**src/hw/params_pkg.sv**
```systemverilog
package params_pkg;

  localparam int DATA_WIDTH     = 32;
  localparam int ADDR_WIDTH     = 32;  // Virtual
  localparam int PADDR_WIDTH    = 20;
  localparam int PPN_WIDTH      = 8;
  localparam int VPN_WIDTH      = 20;
  localparam int REGISTER_WIDTH = 5;

  typedef enum logic [1:0] {
    BYTE,
    HALF,
    WORD
  } access_size_t;

  // RISC-V mcause codes
  typedef enum logic [3:0] {
    NONE             = 4'd0,
    LOAD_PAGE_FAULT  = 4'd13,
    STORE_PAGE_FAULT = 4'd15
  } excpt_cause_t;

  typedef enum logic [1:0] {
    IDLE,
    READY,
    WAITING,
    FLUSH
  } stage_state_t;

  typedef enum logic [2:0] {
    C_IDLE,
    C_EVICT,
    C_REFILL,
    C_FLUSH_SCAN,
    C_FLUSH_WR
  } cache_state_t;

  // Byte lanes touched by an access
  function automatic logic [3:0] lane_mask(access_size_t size, logic [1:0] offset);
    case (size)
      BYTE:    lane_mask = 4'b0001 << offset;
      HALF:    lane_mask = 4'b0011 << offset;
      default: lane_mask = 4'b1111;
    endcase
  endfunction

endpackage

```
**src/hw/dcache_if.sv**
```systemverilog
`timescale 1ns/10ps

interface dcache_if #(
  parameter int CACHE_LINE_BYTES = 16,
  parameter int DCACHE_N_LINES   = 4
);

  localparam int OFF_W = $clog2(CACHE_LINE_BYTES);
  localparam int IDX_W = $clog2(DCACHE_N_LINES);
  localparam int TAG_W = params_pkg::PADDR_WIDTH - OFF_W - IDX_W;

  logic                                 req;
  logic                                 wr;
  logic [params_pkg::PADDR_WIDTH-1:0]   addr;
  logic [params_pkg::DATA_WIDTH-1:0]    wdata;
  logic [3:0]                           wstrb;
  params_pkg::access_size_t             size;
  logic                                 hit;
  logic                                 rvalid;
  logic [params_pkg::DATA_WIDTH-1:0]    rdata;

  // Address split as the cache sees it
  logic [TAG_W-1:0]   tag;
  logic [IDX_W-1:0]   index;
  logic [OFF_W-3:0]   word;

  assign tag   = addr[params_pkg::PADDR_WIDTH-1 -: TAG_W];
  assign index = addr[OFF_W +: IDX_W];
  assign word  = addr[OFF_W-1:2];

  modport cpu (output req, wr, addr, wdata, wstrb, size, input hit, rvalid, rdata);

  modport cache (
    input  req, wr, addr, wdata, wstrb, size, tag, index, word,
    output hit, rvalid, rdata
  );

endinterface

```
**src/hw/data_cache.sv**
```systemverilog
`timescale 1ns/10ps

module data_cache #(
  parameter int CACHE_LINE_BYTES = 16,
  parameter int DCACHE_N_LINES   = 4
) (
  input  logic                               clk_i,
  input  logic                               rst_i,
  dcache_if.cache                            cpu,
  input  logic                               flush_req_i,
  output logic                               flush_done_o,
  output logic                               mem_req_o,
  output logic                               mem_we_o,
  output logic [params_pkg::PADDR_WIDTH-1:0] mem_addr_o,
  output logic [CACHE_LINE_BYTES*8-1:0]      mem_wdata_o,
  input  logic                               mem_gnt_i,
  input  logic                               mem_rvalid_i,
  input  logic [CACHE_LINE_BYTES*8-1:0]      mem_rdata_i,
  input  logic                               mem_write_done_i
);

  localparam int OFF_W = $clog2(CACHE_LINE_BYTES);
  localparam int IDX_W = $clog2(DCACHE_N_LINES);
  localparam int TAG_W = params_pkg::PADDR_WIDTH - OFF_W - IDX_W;

  params_pkg::cache_state_t        state_q;
  logic [TAG_W-1:0]                tag_q  [DCACHE_N_LINES];
  logic [CACHE_LINE_BYTES*8-1:0]   line_q [DCACHE_N_LINES];
  logic [DCACHE_N_LINES-1:0]       valid_q;
  logic [DCACHE_N_LINES-1:0]       dirty_q;
  logic [IDX_W-1:0]                idx_q;       // Line being evicted, refilled or flushed
  logic [TAG_W-1:0]                miss_tag_q;
  logic                            granted_q;
  logic                            flush_pend_q;
  logic                            tag_match;
  logic                            store_hit;
  logic                            flush_go;
  logic                            start_miss;
  logic                            last_line;
  logic [31:0]                     rd_word;
  logic [3:0]                      rd_mask;

  assign tag_match  = valid_q[cpu.index] && tag_q[cpu.index] == cpu.tag;
  assign cpu.hit    = cpu.req && tag_match && state_q == params_pkg::C_IDLE;
  assign cpu.rvalid = cpu.hit && !cpu.wr;
  assign store_hit  = cpu.hit && cpu.wr;
  assign flush_go   = flush_pend_q || flush_req_i;
  assign start_miss = state_q == params_pkg::C_IDLE && cpu.req && !tag_match && !flush_go;
  assign last_line  = idx_q == IDX_W'(DCACHE_N_LINES - 1);

  // Lanes outside the access read as zero
  assign rd_word = line_q[cpu.index][cpu.word*32 +: 32];
  assign rd_mask = params_pkg::lane_mask(cpu.size, cpu.addr[1:0]);

  always_comb begin
    for (int b = 0; b < 4; b++) begin
      cpu.rdata[8*b +: 8] = rd_mask[b] ? rd_word[8*b +: 8] : 8'h00;
    end
  end

  assign mem_req_o = !granted_q && (state_q == params_pkg::C_EVICT ||
                                    state_q == params_pkg::C_REFILL ||
                                    state_q == params_pkg::C_FLUSH_WR);
  assign mem_we_o    = mem_req_o && state_q != params_pkg::C_REFILL;
  assign mem_addr_o  = {(state_q == params_pkg::C_REFILL) ? miss_tag_q : tag_q[idx_q],
                        idx_q, OFF_W'(0)};
  assign mem_wdata_o = line_q[idx_q];

  always_ff @(posedge clk_i) begin
    if (!rst_i) begin
      state_q      <= params_pkg::C_IDLE;
      valid_q      <= '0;
      dirty_q      <= '0;
      idx_q        <= '0;
      granted_q    <= 1'b0;
      flush_pend_q <= 1'b0;
      flush_done_o <= 1'b0;
    end else begin
      flush_done_o <= 1'b0;
      if (mem_req_o && mem_gnt_i) granted_q <= 1'b1;
      if (flush_req_i) flush_pend_q <= 1'b1;
      case (state_q)
        params_pkg::C_IDLE: begin
          if (store_hit) dirty_q[cpu.index] <= 1'b1;
          if (flush_go) begin
            flush_pend_q <= 1'b0;
            idx_q        <= '0;
            state_q      <= params_pkg::C_FLUSH_SCAN;
          end else if (start_miss) begin
            idx_q   <= cpu.index;
            state_q <= (valid_q[cpu.index] && dirty_q[cpu.index]) ?
                       params_pkg::C_EVICT : params_pkg::C_REFILL;
          end
        end
        params_pkg::C_EVICT: begin
          if (mem_write_done_i) begin
            granted_q      <= 1'b0;
            dirty_q[idx_q] <= 1'b0;
            state_q        <= params_pkg::C_REFILL;
          end
        end
        params_pkg::C_REFILL: begin
          if (mem_rvalid_i) begin
            granted_q      <= 1'b0;
            valid_q[idx_q] <= 1'b1;
            dirty_q[idx_q] <= 1'b0;
            state_q        <= params_pkg::C_IDLE;
          end
        end
        params_pkg::C_FLUSH_SCAN: begin
          if (valid_q[idx_q] && dirty_q[idx_q]) begin
            state_q <= params_pkg::C_FLUSH_WR;
          end else if (last_line) begin
            flush_done_o <= 1'b1;
            state_q      <= params_pkg::C_IDLE;
          end else begin
            idx_q <= idx_q + 1'b1;
          end
        end
        params_pkg::C_FLUSH_WR: begin
          if (mem_write_done_i) begin
            granted_q      <= 1'b0;
            dirty_q[idx_q] <= 1'b0;  // Line stays valid
            if (last_line) begin
              flush_done_o <= 1'b1;
              state_q      <= params_pkg::C_IDLE;
            end else begin
              idx_q   <= idx_q + 1'b1;
              state_q <= params_pkg::C_FLUSH_SCAN;
            end
          end
        end
        default: state_q <= params_pkg::C_IDLE;
      endcase
    end
  end

  always_ff @(posedge clk_i) begin
    if (start_miss) miss_tag_q <= cpu.tag;
    if (state_q == params_pkg::C_REFILL && mem_rvalid_i) begin
      line_q[idx_q] <= mem_rdata_i;
      tag_q[idx_q]  <= miss_tag_q;
    end
    if (store_hit) begin
      for (int b = 0; b < 4; b++) begin
        if (cpu.wstrb[b]) line_q[cpu.index][cpu.word*32 + 8*b +: 8] <= cpu.wdata[8*b +: 8];
      end
    end
  end

endmodule

```
**src/hw/mem_stage.sv**
```systemverilog
`timescale 1ns/10ps

module mem_stage (
  input  logic                                  clk_i,
  input  logic                                  rst_i,
  input  logic                                  vm_en_i,
  input  logic                                  trap_bypass_mmu_i,
  input  logic                                  flush_i,
  input  logic                                  valid_i,
  input  logic                                  is_load_i,
  input  logic                                  is_store_i,
  input  logic                                  reg_wr_en_i,
  input  params_pkg::access_size_t              access_size_i,
  input  logic [params_pkg::ADDR_WIDTH-1:0]     alu_result_i,
  input  logic [params_pkg::DATA_WIDTH-1:0]     rs2_data_i,
  input  logic [params_pkg::REGISTER_WIDTH-1:0] wr_reg_i,
  input  logic [params_pkg::DATA_WIDTH-1:0]     satp_data_i,
  dcache_if.cpu                                 cpu,
  input  logic                                  tlb_hit_i,
  input  logic [params_pkg::PPN_WIDTH-1:0]      tlb_ppn_i,
  output logic                                  tlb_wr_en_o,
  output logic                                  ptw_req_o,
  input  logic                                  ptw_valid_i,
  input  logic                                  ptw_error_i,
  input  logic [params_pkg::PADDR_WIDTH-1:0]    ptw_paddr_i,
  output logic                                  wb_valid_o,
  output logic                                  wb_excpt_o,
  output params_pkg::excpt_cause_t              wb_excpt_cause_o,
  output logic [params_pkg::ADDR_WIDTH-1:0]     wb_excpt_tval_o,
  output logic                                  wb_reg_wr_en_o,
  output logic [params_pkg::REGISTER_WIDTH-1:0] wb_wr_reg_o,
  output logic [params_pkg::DATA_WIDTH-1:0]     wb_data_o,
  output logic                                  stall_o
);

  params_pkg::stage_state_t           state_q;
  params_pkg::stage_state_t           state_d;
  logic [params_pkg::PADDR_WIDTH-1:0] paddr;
  logic [params_pkg::PADDR_WIDTH-1:0] paddr_q;  // Held across a miss
  logic                               mmu_en;
  logic                               access;
  logic                               translate;
  logic                               done;
  logic [1:0]                         offset;

  // Sv32 mode bit must also be set
  assign mmu_en    = vm_en_i && satp_data_i[31] && !trap_bypass_mmu_i;
  assign access    = is_load_i || is_store_i;
  assign translate = state_q == params_pkg::READY && valid_i && access && !flush_i;
  assign offset    = alu_result_i[1:0];

  always_comb begin
    ptw_req_o   = 1'b0;
    tlb_wr_en_o = 1'b0;
    paddr       = alu_result_i[params_pkg::PADDR_WIDTH-1:0];
    if (mmu_en) begin
      if (tlb_hit_i) begin
        paddr = {tlb_ppn_i, alu_result_i[11:0]};
      end else begin
        ptw_req_o   = translate;
        paddr       = ptw_paddr_i;
        tlb_wr_en_o = ptw_valid_i;  // Refill TLB from the walk
      end
    end
  end

  assign cpu.addr  = (state_q == params_pkg::READY) ? paddr : paddr_q;
  assign cpu.wr    = is_store_i && !flush_i && state_q != params_pkg::FLUSH;
  assign cpu.size  = access_size_i;
  assign cpu.wstrb = params_pkg::lane_mask(access_size_i, offset);

  always_comb begin
    case (access_size_i)
      params_pkg::BYTE: cpu.wdata = {4{rs2_data_i[7:0]}};
      params_pkg::HALF: cpu.wdata = {2{rs2_data_i[15:0]}};
      default:          cpu.wdata = rs2_data_i;
    endcase
  end

  assign done = cpu.rvalid || (cpu.wr && cpu.hit);

  always_comb begin
    state_d        = state_q;
    stall_o        = 1'b0;
    wb_valid_o     = 1'b0;
    wb_reg_wr_en_o = 1'b0;
    cpu.req        = 1'b0;
    case (state_q)
      params_pkg::IDLE: state_d = params_pkg::READY;
      params_pkg::READY: begin
        if (valid_i && !flush_i) begin
          if (ptw_error_i) begin
            wb_valid_o = 1'b1;
          end else if (!access) begin
            wb_valid_o     = 1'b1;
            wb_reg_wr_en_o = reg_wr_en_i;
          end else begin
            cpu.req = 1'b1;
            if (done) begin
              wb_valid_o     = 1'b1;
              wb_reg_wr_en_o = is_load_i || reg_wr_en_i;
            end else begin
              stall_o = 1'b1;
              state_d = params_pkg::WAITING;
            end
          end
        end
      end
      params_pkg::WAITING: begin
        cpu.req = 1'b1;
        stall_o = 1'b1;
        if (flush_i) begin
          state_d = params_pkg::FLUSH;
        end else if (done) begin
          stall_o        = 1'b0;
          wb_valid_o     = 1'b1;
          wb_reg_wr_en_o = is_load_i || reg_wr_en_i;
          state_d        = params_pkg::READY;
        end
      end
      default: begin
        // Read the same line until the refill lands, then drop it
        cpu.req = 1'b1;
        stall_o = !cpu.rvalid;
        if (cpu.rvalid) state_d = params_pkg::READY;
      end
    endcase
  end

  assign wb_excpt_o       = ptw_error_i;
  assign wb_excpt_cause_o = !ptw_error_i ? params_pkg::NONE :
                            is_load_i ? params_pkg::LOAD_PAGE_FAULT :
                            params_pkg::STORE_PAGE_FAULT;
  assign wb_excpt_tval_o  = ptw_error_i ? alu_result_i : '0;
  assign wb_wr_reg_o      = wr_reg_i;
  // Cache zeroes unused lanes so the shift also zero-extends
  assign wb_data_o        = is_load_i ? cpu.rdata >> {offset, 3'b000} : alu_result_i;

  always_ff @(posedge clk_i) begin
    if (!rst_i) begin
      state_q <= params_pkg::IDLE;
    end else begin
      state_q <= state_d;
    end
  end

  always_ff @(posedge clk_i) begin
    if (state_q == params_pkg::READY) paddr_q <= paddr;
  end

endmodule

```
**src/hw/mem_subsys_top.sv**
```systemverilog
`timescale 1ns/10ps

module mem_subsys_top #(
  parameter int CACHE_LINE_BYTES = 16,
  parameter int DCACHE_N_LINES   = 4,
  parameter int TLB_ENTRIES      = 4
) (
  input  logic                                  clk_i,
  input  logic                                  rst_i,
  input  logic                                  vm_en_i,
  input  logic                                  trap_bypass_mmu_i,
  input  logic                                  flush_i,
  input  logic                                  valid_i,
  input  logic                                  is_load_i,
  input  logic                                  is_store_i,
  input  logic                                  reg_wr_en_i,
  input  params_pkg::access_size_t              access_size_i,
  input  logic [params_pkg::ADDR_WIDTH-1:0]     alu_result_i,
  input  logic [params_pkg::DATA_WIDTH-1:0]     rs2_data_i,
  input  logic [params_pkg::REGISTER_WIDTH-1:0] wr_reg_i,
  input  logic [params_pkg::DATA_WIDTH-1:0]     satp_data_i,
  output logic                                  wb_valid_o,
  output logic                                  wb_excpt_o,
  output params_pkg::excpt_cause_t              wb_excpt_cause_o,
  output logic [params_pkg::ADDR_WIDTH-1:0]     wb_excpt_tval_o,
  output logic                                  wb_reg_wr_en_o,
  output logic [params_pkg::REGISTER_WIDTH-1:0] wb_wr_reg_o,
  output logic [params_pkg::DATA_WIDTH-1:0]     wb_data_o,
  output logic                                  stall_o,
  output logic                                  rd_req_valid_o,
  output logic                                  wr_req_valid_o,
  output logic [params_pkg::PADDR_WIDTH-1:0]    mem_req_address_o,
  output logic [CACHE_LINE_BYTES*8-1:0]         wr_line_data_o,
  input  logic                                  mem_gnt_i,
  input  logic                                  mem_rvalid_i,
  input  logic [CACHE_LINE_BYTES*8-1:0]         mem_line_data_i,
  input  logic                                  mem_write_done_i,
  output logic                                  present_table_req_o,
  output logic [params_pkg::PPN_WIDTH-1:0]      present_table_ppn_o,
  input  logic                                  ppn_is_present_i,
  input  logic                                  flush_req_i,
  output logic                                  flush_done_o
);

  logic                               tlb_hit;
  logic                               tlb_wr_en;
  logic [params_pkg::PPN_WIDTH-1:0]   tlb_ppn;
  logic                               ptw_req;
  logic                               ptw_valid;
  logic                               ptw_error;
  logic [params_pkg::PADDR_WIDTH-1:0] ptw_paddr;
  logic                               cache_mem_req;

  dcache_if #(
    .CACHE_LINE_BYTES (CACHE_LINE_BYTES),
    .DCACHE_N_LINES   (DCACHE_N_LINES)
  ) dc_bus ();

  mem_stage u_mem_stage (
    .clk_i, .rst_i, .vm_en_i, .trap_bypass_mmu_i, .flush_i, .valid_i,
    .is_load_i, .is_store_i, .reg_wr_en_i, .access_size_i, .alu_result_i,
    .rs2_data_i, .wr_reg_i, .satp_data_i,
    .cpu          (dc_bus.cpu),
    .tlb_hit_i    (tlb_hit),
    .tlb_ppn_i    (tlb_ppn),
    .tlb_wr_en_o  (tlb_wr_en),
    .ptw_req_o    (ptw_req),
    .ptw_valid_i  (ptw_valid),
    .ptw_error_i  (ptw_error),
    .ptw_paddr_i  (ptw_paddr),
    .wb_valid_o, .wb_excpt_o, .wb_excpt_cause_o, .wb_excpt_tval_o,
    .wb_reg_wr_en_o, .wb_wr_reg_o, .wb_data_o, .stall_o
  );

  tlb #(
    .TLB_ENTRIES (TLB_ENTRIES)
  ) u_tlb (
    .clk_i, .rst_i, .flush_i,
    .wr_en_i (tlb_wr_en),
    .vpn_i   (alu_result_i[31:12]),
    .ppn_i   (ptw_paddr[19:12]),
    .hit_o   (tlb_hit),
    .ppn_o   (tlb_ppn)
  );

  ptw u_ptw (
    .req_i            (ptw_req),
    .ppn_is_present_i,
    .vaddr_i          (alu_result_i),
    .satp_data_i,
    .valid_o          (ptw_valid),
    .error_o          (ptw_error),
    .paddr_o          (ptw_paddr),
    .present_ppn_o    (present_table_ppn_o),
    .present_req_o    (present_table_req_o)
  );

  data_cache #(
    .CACHE_LINE_BYTES (CACHE_LINE_BYTES),
    .DCACHE_N_LINES   (DCACHE_N_LINES)
  ) u_dcache (
    .clk_i, .rst_i,
    .cpu              (dc_bus.cache),
    .flush_req_i, .flush_done_o,
    .mem_req_o        (cache_mem_req),
    .mem_we_o         (wr_req_valid_o),
    .mem_addr_o       (mem_req_address_o),
    .mem_wdata_o      (wr_line_data_o),
    .mem_gnt_i,
    .mem_rvalid_i,
    .mem_rdata_i      (mem_line_data_i),
    .mem_write_done_i
  );

  assign rd_req_valid_o = cache_mem_req && !wr_req_valid_o;

endmodule

```
**src/hw/ptw.sv**
```systemverilog
`timescale 1ns/10ps

module ptw (
  input  logic                               req_i,
  input  logic                               ppn_is_present_i,
  input  logic [params_pkg::ADDR_WIDTH-1:0]  vaddr_i,
  input  logic [params_pkg::DATA_WIDTH-1:0]  satp_data_i,
  output logic                               valid_o,
  output logic                               error_o,
  output logic [params_pkg::PADDR_WIDTH-1:0] paddr_o,
  output logic [params_pkg::PPN_WIDTH-1:0]   present_ppn_o,
  output logic                               present_req_o
);

  logic [params_pkg::PPN_WIDTH-1:0] cand_ppn;

  // Single level, root PPN plus low VPN bits, wraps at 256
  assign cand_ppn = satp_data_i[params_pkg::PPN_WIDTH-1:0]
                  + vaddr_i[12 +: params_pkg::PPN_WIDTH];

  assign present_req_o = req_i;
  assign present_ppn_o = cand_ppn;
  assign paddr_o       = {cand_ppn, vaddr_i[11:0]};
  assign valid_o       = req_i && ppn_is_present_i;
  assign error_o       = req_i && !ppn_is_present_i;

endmodule

```
**src/hw/tlb.sv**
```systemverilog
`timescale 1ns/10ps

module tlb #(
  parameter int TLB_ENTRIES = 4
) (
  input  logic                             clk_i,
  input  logic                             rst_i,
  input  logic                             flush_i,
  input  logic                             wr_en_i,
  input  logic [params_pkg::VPN_WIDTH-1:0] vpn_i,
  input  logic [params_pkg::PPN_WIDTH-1:0] ppn_i,
  output logic                             hit_o,
  output logic [params_pkg::PPN_WIDTH-1:0] ppn_o
);

  localparam int PTR_W = $clog2(TLB_ENTRIES);

  logic [TLB_ENTRIES-1:0]             valid_q;
  logic [params_pkg::VPN_WIDTH-1:0]   vpn_q [TLB_ENTRIES];
  logic [params_pkg::PPN_WIDTH-1:0]   ppn_q [TLB_ENTRIES];
  logic [PTR_W-1:0]                   rr_q;  // Next victim

  always_comb begin
    hit_o = 1'b0;
    ppn_o = '0;
    for (int i = 0; i < TLB_ENTRIES; i++) begin
      if (valid_q[i] && vpn_q[i] == vpn_i) begin
        hit_o = 1'b1;
        ppn_o = ppn_q[i];
      end
    end
  end

  always_ff @(posedge clk_i) begin
    if (!rst_i) begin
      valid_q <= '0;
      rr_q    <= '0;
    end else if (flush_i) begin
      valid_q <= '0;
    end else if (wr_en_i) begin
      valid_q[rr_q] <= 1'b1;
      rr_q          <= rr_q + 1'b1;
    end
  end

  always_ff @(posedge clk_i) begin
    if (wr_en_i && !flush_i) begin
      vpn_q[rr_q] <= vpn_i;
      ppn_q[rr_q] <= ppn_i;
    end
  end

endmodule

```
**config.mk**
```make
export PLATFORM = sky130hd
export DESIGN_NAME = mem_subsys_top
export DESIGN_NICKNAME = d
export VERILOG_FILES = /design/src/hw/params_pkg.sv /design/src/hw/dcache_if.sv /design/src/hw/data_cache.sv /design/src/hw/mem_stage.sv /design/src/hw/mem_subsys_top.sv /design/src/hw/ptw.sv /design/src/hw/tlb.sv
export SDC_FILE = /design/constraint.sdc
export NUM_CORES = 1
export LEC_CHECK = 0
export BUFFER_PORTS_ARGS = -buffer_cell sky130_fd_sc_hd__buf_4
export CAP_MARGIN = 10
export CORE_ASPECT_RATIO = 0.7
export CORE_MARGIN = 2
export CORE_UTILIZATION = 29
export DETAILED_ROUTE_END_ITERATION = 6
export GPL_ROUTABILITY_DRIVEN = 0
export HOLD_SLACK_MARGIN = 0.08
export SLEW_MARGIN = 40
export SYNTH_ARGS = -nofsm -noshare
export SYNTH_HDL_FRONTEND = slang
export SYNTH_HIERARCHICAL = 1
export SYNTH_SLANG_ARGS = --single-unit
```
**constraint.sdc**
```tcl
create_clock -name clk_i -period 7 [get_ports clk_i]
set_input_delay 0.7 -clock clk_i [delete_from_list [all_inputs] [get_ports clk_i]]
set_output_delay 0.7 -clock clk_i [all_outputs]
set_load 0.03 [all_outputs]
```
==> results_dict.tcl <==
set metrics [dict create \
    fmax_mhz 149 \
    drt_wl_total_mm 129 \
    clock_power_share_pct 22.8 \
    netlist_area_um2 37300 \
    finalNetCount 3256 \
    cts-root-buf "clkbuf_16" \
    drc 0 \
    tightest_slew_ns 0.856 \
    cts.htree.levels 3 \
    die_h_um 304 \
    leakage_nw 16.2 \
    yosys.area.top_type "edfxtp_1" \
    finalCriticalPeriod_ns 6.71 \
    comb_power_share_pct 47.7 \
    vias_per_cell 5.13 \
    slew_viol_final 0 \
    synth_common_cells "edfxtp_1 (694), mux4_2 (312), nand2_1 (272)" \
    setup_slack_ns 0.288 \
    seq_power_share_pct 29.6 \
    netlist_instances 2482 \
    synth_edf_count 694 \
    power_density_nw_per_um2 399 \
    setup_viol 0 \
    yosys_warnings 6 \
    grt-ovfl-total 0 \
    design.core.area_um2 128000 \
    cts_tree "done" \
    drive_gt1_share_pct 37.9 \
    die_w_um 433 \
    syn_avg_cell_area_um2 15.0 \
    p_total_mw 18.4 \
    fin_skew_ns 0.0261 \
    worstHoldPathType "input port to register" \
    synth.area.top_cells "edfxtp_1 (56%), mux4_2 (19%), nand2_1 (2.7%)" \
    grtUsageMet1_pct 25.9 \
    num_rows 110 \
    critical_path_class "register to primary output" \
    grt_pass1_vias 24300 \
    path_clk_slew_ns 0.06 \
    placed_area_um2 43500 \
    areaGrowthSynthToFinish_pct 23.6 \
    grtUsageMet3_pct 3.57 \
    pre_cts_ws_ns 0.414 \
    swShare_pct 39.0 \
    first_iter_violations 2768 \
    wire_per_inst_um 26.9 \
    ys_ff_latch 740 \
    postCtsSetupBuffers 0 \
    critPathLaunchType "register" \
    drv_cap 0 \
    yosysMostFrequentCell "edfxtp_1" \
    initial_core_util_pct 29.1 \
    port_buffers 444 \
    slew_headroom_pct 43.0 \
    grt_use_met2_pct 31.0 \
    period_share_pct 95.9 \
    cts_buffers 79 \
    gr-max-usage-layer "met2" \
    p_int_mw 11.2 \
    grt_usage_pct 19.2 \
    insertion_delay_ns 0.67 \
    ir_drop_mv 0.203 \
    final_cell_area_um2 46100 \
    final_hold_viol_count 0 \
    vias 24600 \
    fin_tns_setup_ns 0 \
    synthFlopType "edfxtp_1" \
    clockBufferDepth 3 \
    rsz0062_at_grt "false" \
    holdBufCountCts 0 \
    yosys.area.top_type_share_pct 55.9 \
    ys_async_sr_fraction_pct 0 \
    dieArea_um2 132000 \
    status "finished, final reports clean" \
    first_pass_iters 6 \
    crit_path_end_kind "primary output" \
    ctsResizeCount 0 \
    cts.sinks 740 \
    critPathMaxFanout 28 \
    critPathRequiredTime_ns 6.30 \
    grt_max_degree 90 \
    synth_cell_types 86 \
    cp.arrival_ns 6.01 \
    pin_count 482 \
    antenna_found_initial 11 \
    hpwlAfterDp_mm 95.6 \
    switchingPower_mw 7.18 \
    synth.yosys.seq_area_share_pct 58.3 \
    ant_nets 0 \
    grt_first_pass_wirelength_mm 180 \
]
-- flip-flops by register name, indices dropped and copies added, names as in the netlist, 14 cells and up, named ones only --
register and cells:
u_tlb/ppn_q 32, u_tlb/vpn_q 80, u_dcache/miss_tag_q 14, u_dcache/line_q 512
u_mem_stage/paddr_q 20, u_dcache/tag_q 56
-- worst max-delay path, stage by stage, from the launching register on --
cell and delay, ns:
edfxtp_1 0.39, xnor2_1 0.18, nand4_1 0.13, nor4_1 0.40, buf_4 0.19, nand4_2 0.14, and2_4 0.26, o311ai_2 0.17
nor2_4 0.10, buf_4 0.20, mux2i_1 0.21, a21oi_4 0.25, buf_12 0.25, buf_12 0.22, mux4_2 0.40, mux4_2 0.57
nor2b_1 0.24, mux2i_1 0.31, nor2_1 0.08, a21oi_1 0.31, a21oi_1 0.12, buf_4 0.20
-- power by group through the flow --
stage / registers (mW) / clock network, mW / logic, mW
after floorplan: 5.43 / 0 / 5.22
after global placement: 5.52 / 0 / 8.76
after detailed placement: 5.53 / 0 / 8.81
after CTS: 5.44 / 4.28 / 8.84
after global routing: 5.48 / 4.46 / 9.15
final: 5.44 / 4.19 / 8.77
-- per-stage QoR --
stage / hold WS [ns] / cells / utilization, %
floorplan: 0.429 / 2485 / -
global placement: 0.474 / 4640 / 33.9
detailed placement: 0.479 / 4643 / 34.0
CTS: 0.246 / 4787 / 35.9
global route: 0.268 / 4792 / 36.0
finish: 0.291 / 4793 / 36.0
-- cell usage in the layout, fill, tap and decap left out, types with 7 or more instances in the layout --
master	Yosys	routed
nor3_1	8	7
nor2b_1	49	48
clkinv_1	0	12
a31oi_1	17	17
mux4_2	312	312
and2_1	42	41
nor4_1	11	10
o22ai_1	11	11
o211ai_1	10	10
a211oi_1	8	8
mux2_2	26	26
o21ai_1	22	24
o21ai_0	147	144
dfxtp_1	46	44
mux2i_1	69	69
buf_4	45	608
ha_1	21	20
clkbuf_16	0	79
xor2_1	20	20
nor2_1	144	133
inv_1	31	31
edfxtp_1	694	694
a21oi_1	53	50
bufinv_16	0	7
clkinv_2	0	15
clkbuf_1	86	16
a221oi_2	8	8
nand4_1	13	13
nand2_1	272	272
nor2_2	2	12
nand3_1	54	54
and3_1	16	14
xnor2_1	79	79
o21a_1	12	12
buf_12	1	20
-- final timing paths --
kind / start / endpoint / slack, ns / cells after the start
worst max-delay path: u_tlb/vpn_q[3][1]$_DFFE_PP_ / wb_data_o[12] / 0.29 / 21
worst max register to register: u_tlb/vpn_q[3][1]$_DFFE_PP_ / u_dcache/line_q[1][127]$_DFFE_PP_ / 1.04 / 22
worst min-delay path: mem_gnt_i / u_dcache/granted_q$_SDFF_PN0_ / 0.29 / 3
worst min register to register: u_dcache/valid_q[3]$_SDFFE_PN0P_ / u_dcache/valid_q[3]$_SDFFE_PN0P_ / 0.49 / 1
-- final cells by class --
cell class | count | area (µm²)
multi-input combinational | 1503 | 14400
fill | 12200 | 82000
clock buffer | 96 | 2050
antenna | 5 | 12.5
tap | 1736 | 2170
sequential | 740 | 21800
timing repair buffer | 633 | 5070
clock inverter | 48 | 489
inverter | 32 | 120
-- metal layers --
| metal | vias to the layer above | routed length (µm) |
|---|---|---|
| met5 | - | 0 |
| met4 | 0 | 4920 |
| met3 | 176 | 9090 |
| met2 | 1002 | 61700 |
| met1 | 12700 | 53000 |
| li1 | 10700 | - |
-- cell families (layout without fill, tap and decap cells) --
kind of cell / Yosys count / count (layout) / synth area share (%)
flops: 740 / 740 / 58.3
xor+xnor: 103 / 103 / 2.53
compound gates: 311 / 311 / 4.97
mux: 412 / 412 / 21.7
buf+inv: 242 / 809 / 3.34
simple gates: 651 / 651 / 8.38
fa+ha+maj: 22 / 22 / 0.758
other cells: 1 / 9 / 0.0101
(Power assumes the default switching activity.)
